## config.mk

```make
export PLATFORM = sky130hd
export DESIGN_NAME = dispatch_slot
export DESIGN_NICKNAME = d
export VERILOG_FILES = /design/src/logic/ooo_types_pkg.sv /design/src/logic/lsq_cfg_pkg.sv /design/src/logic/dispatch_slot.sv
export SDC_FILE = /design/constraint.sdc
export NUM_CORES = 1
export LEC_CHECK = 0
export BUFFER_PORTS_ARGS = -buffer_cell sky130_fd_sc_hd__clkbuf_2
export CAP_MARGIN = 10
export CORE_AREA = 8 8 142 104
export DETAILED_ROUTE_END_ITERATION = 7
export DIE_AREA = 0 0 150 112
export PLACE_DENSITY = 0.7
export SETUP_SLACK_MARGIN = 0.2
export SYNTH_ARGS = -nofsm -noshare
export SYNTH_HDL_FRONTEND = slang
export SYNTH_SLANG_ARGS = --single-unit
```

## constraint.sdc

```tcl
create_clock -name clk -period 2.42 [get_ports clk]
set_input_delay 0.726 -clock clk [delete_from_list [all_inputs] [get_ports clk]]
set_output_delay 0.726 -clock clk [all_outputs]
set_load 0.02 [all_outputs]
```

## src/logic/ooo_types_pkg.sv

```systemverilog
`default_nettype none

// types shared by every unit of the out-of-order core
// the memory subsystem only sees tags, data words, offsets and the opcode
package ooo_types_pkg;

   // reservation station tags are 6 bits wide across the whole core
   localparam int TAG_W = 6;

   // machine word width
   localparam int XLEN = 32;

   // tag that names the producer of a value still in flight
   typedef logic [TAG_W-1:0] tag_t;

   // one data word as carried on the CDB and in the register file
   typedef logic [XLEN-1:0] word_t;

   // immediate offset of a load or store, sign extended at address generation
   typedef logic signed [15:0] offset_t;

   // loads and stores share one instruction format, so one bit is enough
   typedef enum logic {
      mem_load  = 1'b0,
      mem_store = 1'b1
   } mem_op_e;

endpackage

`default_nettype wire

```

## src/logic/lsq_cfg_pkg.sv

```systemverilog
`default_nettype none

// sizes and the queue entry layout of the load/store subsystem
package lsq_cfg_pkg;

   import ooo_types_pkg::*;

   // number of shifting slots in the queue, not counting the dispatch slot
   localparam int LSQ_DEPTH = 4;

   // the data RAM is word addressed
   localparam int RAM_WORDS = 256;
   localparam int RAM_IDX_W = 8;

   // cycles from a load's transfer edge to its result
   localparam int LOAD_LAT  = 2;

   // the latency counter must hold LOAD_LAT itself
   localparam int LAT_CNT_W = $clog2(LOAD_LAT + 1);
   typedef logic [LAT_CNT_W-1:0] lat_cnt_t;

   // one waiting load or store with both operands and their readiness
   typedef struct packed {
      mem_op_e op;
      offset_t offset;
      tag_t    rs_tag;
      tag_t    rt_tag;
      word_t   rs_data;
      word_t   rt_data;
      logic    rs_valid;
      logic    rt_valid;
      logic    valid;
   } lsq_entry_t;

   // replaces every unresolved operand of an entry whose tag matches a valid
   // CDB broadcast; operands that are already resolved are never touched
   function automatic lsq_entry_t cdb_snoop(lsq_entry_t e, tag_t tag, word_t data,
                                            logic bcast);
      lsq_entry_t r;
      r = e;
      if (bcast && !e.rs_valid && (e.rs_tag == tag)) begin
         r.rs_data  = data;
         r.rs_valid = 1'b1;
      end
      if (bcast && !e.rt_valid && (e.rt_tag == tag)) begin
         r.rt_data  = data;
         r.rt_valid = 1'b1;
      end
      return r;
   endfunction

endpackage

`default_nettype wire

```

## src/logic/dispatch_slot.sv

```systemverilog
`timescale 1ns/1ns
`default_nettype none

// one-entry holding register between dispatch and the load/store queue
// it keeps watching the CDB, so an operand broadcast while the entry waits
// here is not lost
module dispatch_slot import ooo_types_pkg::*, lsq_cfg_pkg::*; (
   input  logic       clk,
   input  logic       rst_n,

   input  logic       dispatch_en,
   input  mem_op_e    dispatch_op,
   input  offset_t    dispatch_offset,
   input  tag_t       dispatch_rs_tag,
   input  tag_t       dispatch_rt_tag,
   input  word_t      dispatch_rs_data,
   input  word_t      dispatch_rt_data,
   input  logic       dispatch_rs_valid,
   input  logic       dispatch_rt_valid,
   output logic       dispatch_ready,

   input  tag_t       cdb_tag,
   input  word_t      cdb_data,
   input  logic       cdb_valid,

   output lsq_entry_t slot_entry,
   input  logic       slot_accept
);

   lsq_entry_t slot_q;
   lsq_entry_t disp_entry;

   // the dispatch fields packed as a fresh entry
   always_comb begin
      disp_entry.op       = dispatch_op;
      disp_entry.offset   = dispatch_offset;
      disp_entry.rs_tag   = dispatch_rs_tag;
      disp_entry.rt_tag   = dispatch_rt_tag;
      disp_entry.rs_data  = dispatch_rs_data;
      disp_entry.rt_data  = dispatch_rt_data;
      disp_entry.rs_valid = dispatch_rs_valid;
      disp_entry.rt_valid = dispatch_rt_valid;
      disp_entry.valid    = 1'b1;
   end

   // free when empty, or when the queue takes the held entry at this edge
   assign dispatch_ready = !slot_q.valid || slot_accept;

   // a new entry also snoops, so a broadcast in the very cycle of dispatch
   // resolves it on the way in
   always_ff @(posedge clk or negedge rst_n) begin
      if (!rst_n) begin
         slot_q <= '0;
      end else if (dispatch_en && dispatch_ready) begin
         slot_q <= cdb_snoop(disp_entry, cdb_tag, cdb_data, cdb_valid);
      end else if (slot_accept) begin
         slot_q.valid <= 1'b0;
      end else begin
         // held entry keeps capturing, empty slot snoops harmlessly
         slot_q <= cdb_snoop(slot_q, cdb_tag, cdb_data, cdb_valid);
      end
   end

   // the queue sees the registered entry and does its own snoop on it
   assign slot_entry = slot_q;

   // the queue may only drain the slot while an entry is held here,
   // otherwise a later dispatch could land on a slot the queue thinks is taken
   a_accept_held: assert property (
      @(posedge clk) disable iff (!rst_n)
      slot_accept |-> slot_q.valid
   );

endmodule

`default_nettype wire

```

# Word level (Yosys, flattened, before mapping)
# Cells that the tools add are included.
[totals]
ff_bits = 96
in_bits = 138
wordCells = 45
output_inout_bits = 97
[classes]
eq_ne = 5
muxes = 11
reduce_logical = 20
[ops]
columns = ["op", "n"]
rows = [
  ["32-bit 2-to-1 mux", 4],
  ["96-bit 2-to-1 mux", 1],
  ["66-bit 2-to-1 mux", 1],
  ["6-bit equality test", 4],
  ["1-bit logical AND", 9],
  ["2-bit nonzero test", 3],
  ["1-bit zero test", 5],
  ["1-bit 2-to-1 mux", 5],
  ["2-bit AND reduction", 2],
  ["2-bit by 1-bit inequality test with 1-bit output, second input constant", 1],
  ["1-bit logical OR", 1],
]

# Logic depth before layout (Yosys ltp)
[logic_depth]
depth_word = 6
mapped_depth = 7
depth_no_buf = 5

# Least setup slack after synthesis
# OpenSTA, ideal clock, no wires.
[synth_path]
path_type = "input port to flip-flop"
from = "in slot_accept"
to = "reg slot_q (netlist bit slot_entry[35])"
setup_ps = 125
required_ps = 2295
n_path_buf = 2
t_arrival_ps = 2238
path_slack_ps = 58
path_stages = 6
path_cell_list = "nand2b_1 > and2_1 > clkbuf_1 > a41oi_2 > buf_2 > mux2_2"
[synth_between]
elab_chain_len = 4
elab_cells_between_ends = 6
classes_between = "eq/ne (1); mux (1); reduce/logical (4)"
[synth_lines]
columns = ["item", "line", "source"]
rows = [
  ["start, declared", "dispatch_slot.sv:27", "input logic slot_accept"],
  ["1-bit logical OR", "dispatch_slot.sv:47", "assign dispatch_ready = !slot_q.valid || slot_accept;"],
  ["1-bit logical AND", "dispatch_slot.sv:54", "end else if (dispatch_en && dispatch_ready) begin"],
  ["2-bit by 1-bit inequality test with 1-bit output (no line) or 2-bit nonzero test (tied branches)", "-", ""],
  ["2-bit AND reduction (no line)", "-", ""],
  ["end signal, assigned", "dispatch_slot.sv:55", "slot_q <= cdb_snoop(disp_entry, cdb_tag, cdb_data, cdb_valid);"],
  ["end signal, assigned", "dispatch_slot.sv:60", "slot_q <= cdb_snoop(slot_q, cdb_tag, cdb_data, cdb_valid);"],
  ["end, declared", "dispatch_slot.sv:30", "lsq_entry_t slot_q;"],
]
# Parallel ways exist; a longest one is shown, timed or not. The select of a mux whose other input is x is not followed.
# A chain may end at the register's enable or synchronous reset.

# Worst setup path after layout
[layout_path]
from = "in cdb_tag[2]"
to = "reg slot_q (netlist bit slot_entry[46])"
[layout_between]
elab_chain_len = 4
elab_cells_between_ends = 8
classes_between = "eq/ne (2); mux (2); reduce/logical (4)"
[layout_lines]
columns = ["item", "line", "source"]
rows = [
  ["start, declared", "dispatch_slot.sv:22", "input tag_t cdb_tag,"],
  ["6-bit equality test", "lsq_cfg_pkg.sv:41", "if (bcast && !e.rs_valid && (e.rs_tag == tag)) begin"],
  ["1-bit logical AND", "lsq_cfg_pkg.sv:41", ""],
  ["32-bit 2-to-1 mux or 2-bit nonzero test (tied branches)", "-", ""],
  ["96-bit 2-to-1 mux or 2-bit AND reduction (tied branches)", "-", ""],
]
# Parallel ways exist; a longest one is shown, timed or not. The select of a mux whose other input is x is not followed.

==> key figures <==
Status
  • Outcome: finished, final reports clean

Power
  • Worst vdd ir: 0.387 mV
  • Pwr dens: 736 nW/um2
  • Leakage: 3.20 nW

Timing
  • Slew HR: 73.7%
  • Endpoints failing setup: 0
  • Tmin final: 2.06 ns
  • Worst-Margin Slew: 0.395 ns
  • Worst clock skew: 0.00546 ns
  • Final setup TNS: 0 ns
  • Slew Limit Fails: 0
  • Final hold violation count: 0
  • Max Fclk: 487 MHz
  • RSZ-0062 raised after global routing: false
  • Period utilisation layout: 84.9%

Routing
  • Post-Route WL: 16700 um
  • Final antenna-violating net count: 0
  • # DRC: 0
  • Per-cell routed wire length: 18.7 um
  • DRT Pass-1 Iters: 7
  • Via count: 4755
  • Number of vias per cell: 5.31
  • Starting DRC count in detailed routing: 222

Critical path
  • Crit-path slowest cell: o311a_1
  • Crit. End Element: flip-flop
  • Data required time of the worst path: 2.64 ns
  • CP startpoint: cdb_tag[2]
  • Worst Setup EP: slot_entry[46]$_DFFE_PN0P_
  • R2R Path End: slot_entry[43]$_DFFE_PN0P_
  • R2R setup slack: 0.66 ns
  • Slowest stage delay, CP: 0.41 ns
  • Max FO, Critical Path: 15
  • Critical Path AT: 2.28 ns
  • CP Launch Type: input pin
  • Worst r2r path cells: 6
  • WS Path Type: in2reg
  • Critical R2R Launch: slot_entry[76]$_DFFE_PN0N_
  • Cells along the critical path: clkbuf_2 -> xor2_1 -> o311a_1 -> buf_4 -> a22oi_1 -> o211ai_1 -> mux2_2

Logic synthesis
  • #FFs+latches synth: 96
  • Mapped Cells: 497
  • Number of flops mapped to enable cells by yosys: 0
  • Synth warn: 0
  • Avg Cell Area, Syn: 9.88 um2
  • Sequential area share after synthesis: 48.9%
  • Synth cell types: 29
  • Mapped cell area: 4910 um2
  • Syn nets: 635
  • Async S/R FF share, synth: 100%
  • Post-synth top flop: dfrtp_1

Global routing
  • Gr usage total: 19.5%
  • Initial antenna violation count: 0
  • Number of global-route vias before repair: 5134
  • Global-route wire length before repair: 26500 um
  • Grt ovf: 0
  • Largest net degree at the start of global routing: 53

CTS
  • Clk slew on worst S/H paths: 0.07 ns
  • Post-CTS setup repair buffer count: 0
  • Clk sink count: 96
  • CTS root buf: clkbuf_16
  • Worst skew pair latency: 0.33 ns
  • Hold-fix buffers at CTS: 0
  • Total CTS buffers: 9
  • Maximum clock path buffer count: 2
  • Post-CTS Resized: 0
  • CTS tree: built
  • Max H-tree Level: 3

Placement
  • Cell count after placement: 880
  • PortBufs: 234
  • Global placement routability congestion: 0.814
  • Post-DP HPWL: 13100 um

Final layout
  • Nets@finish: 863
  • P&R area growth vs syn: 37.5%
  • Ant. Diodes: 0
  • Layout cells sized above 1: 42.6%
  • Finished Layout Cells: 896
  • Max reg flops: 96

Floorplan
  • IO Count: 235
  • Initial Util: 38.7%
  • Die Area: 16800 um2
  • Number of cell rows: 35
  • Die width: 150 um
  • Die H: 112 um
  • Core ar.: 12700 um2

Worst hold path
  • Worst min-delay path category: in2async

Flow run
  • Max Cap Viol: 0
-- placed cells by master, fill, tap and decap left out, types with 3 or more instances in the layout --
cell type and instances:
clkbuf_2 233, nor3_1 3, xnor2_1 14, clkbuf_16 9
mux2_2 32, a22oi_1 32, o21a_1 32, o22a_1 32
nand3_1 33, buf_12 7, buf_4 15, nand2_1 120
dfrtp_1 96, xor2_1 10, o211ai_1 31
-- cell families (layout without fill, tap and decap cells) --
family	after synthesis	after routing	synth area share, %
simple gates	170	170	14.8
buf+inv	40	273	3.13
compound gates	134	134	21.3
xor+xnor	24	24	4.28
flops	96	96	48.9
mux	33	33	7.57
-- report_power, final --
part / switching [W] / total, W / internal, W / leakage [nW]
Sequential: 0.000159 / 0.00202 / 0.00186 / 1.11
Combinational: 0.000879 / 0.00148 / 0.000604 / 1.93
Clock: 0.000611 / 0.00147 / 0.000861 / 0.153
Total: 0.00165 / 0.00497 / 0.00332 / 3.20
-- per-stage QoR --
step                      power, W  hold WS (ns)  util (%)  area, um2  setup WS, ns
after global routing       0.00523         0.323      53.2       6750         0.273
after CTS                  0.00505         0.313      53.2       6750         0.406
after global placement     0.00349         0.457      50.7       6440        0.0991
after detailed placement   0.00355         0.462      50.7       6440        0.0449
after floorplan            0.00288         0.430         -       4950         0.207
final                      0.00497         0.310      53.2       6750         0.365
-- metal layers --
metal	share of wire [%]	global-route usage, %
met3	9.4	6.89
met5	0	0
met1	41	23.2
met4	1.2	4.38
met2	48	32.9
-- worst max-delay path, delay by kind of cell --
| family | cells | cell delay (ns) |
|---|---|---|
| AOI/OAI and AO/OA | 3 | 0.74 |
| xor gates and xnor gates | 1 | 0.18 |
| buffers and inverters | 2 | 0.35 |
| muxes | 1 | 0.27 |
-- final cells by class --
class                           instances  area, um2
Fill cell                            1151       5950
Clock inverter                          4       52.6
Tap cell                              166        208
Sequential cell                        96       2400
Multi-Input combinational cell        361       2410
Timing Repair Buffer                  255       1420
Clock buffer                           12        256
Inverter                                2       7.51
-- synthesized netlist by cell type, types with 4 or more instances --
cell type  number  area [um2]
a22oi_1        32         240
clkbuf_1       32         120
dfrtp_1        96        2400
mux2_2         32         360
nand2_1       121         454
nand3_1        33         165
nor3_1          4        20.0
o211ai_1       31         233
o21a_1         32         240
o22a_1         32         280
xnor2_1        14         123
xor2_1         10        87.6
-- how the worst min path moves through the flow --
stage                                           from                    endpoint  slack [ns]  cells past startpoint
after floorplan                                rst_n   slot_entry[0]$_DFFE_PN0P_        0.43                      0
after global placement    slot_entry[94]$_DFFE_PN0N_  slot_entry[94]$_DFFE_PN0N_        0.46                      2
after detailed placement  slot_entry[94]$_DFFE_PN0N_  slot_entry[94]$_DFFE_PN0N_        0.46                      2
after CTS                                      rst_n  slot_entry[55]$_DFFE_PN0P_        0.31                      1
after global routing                           rst_n  slot_entry[90]$_DFFE_PN0N_        0.32                      1
final                                          rst_n  slot_entry[90]$_DFFE_PN0N_        0.31                      1
Note: power is estimated with default switching activity, not from simulation.
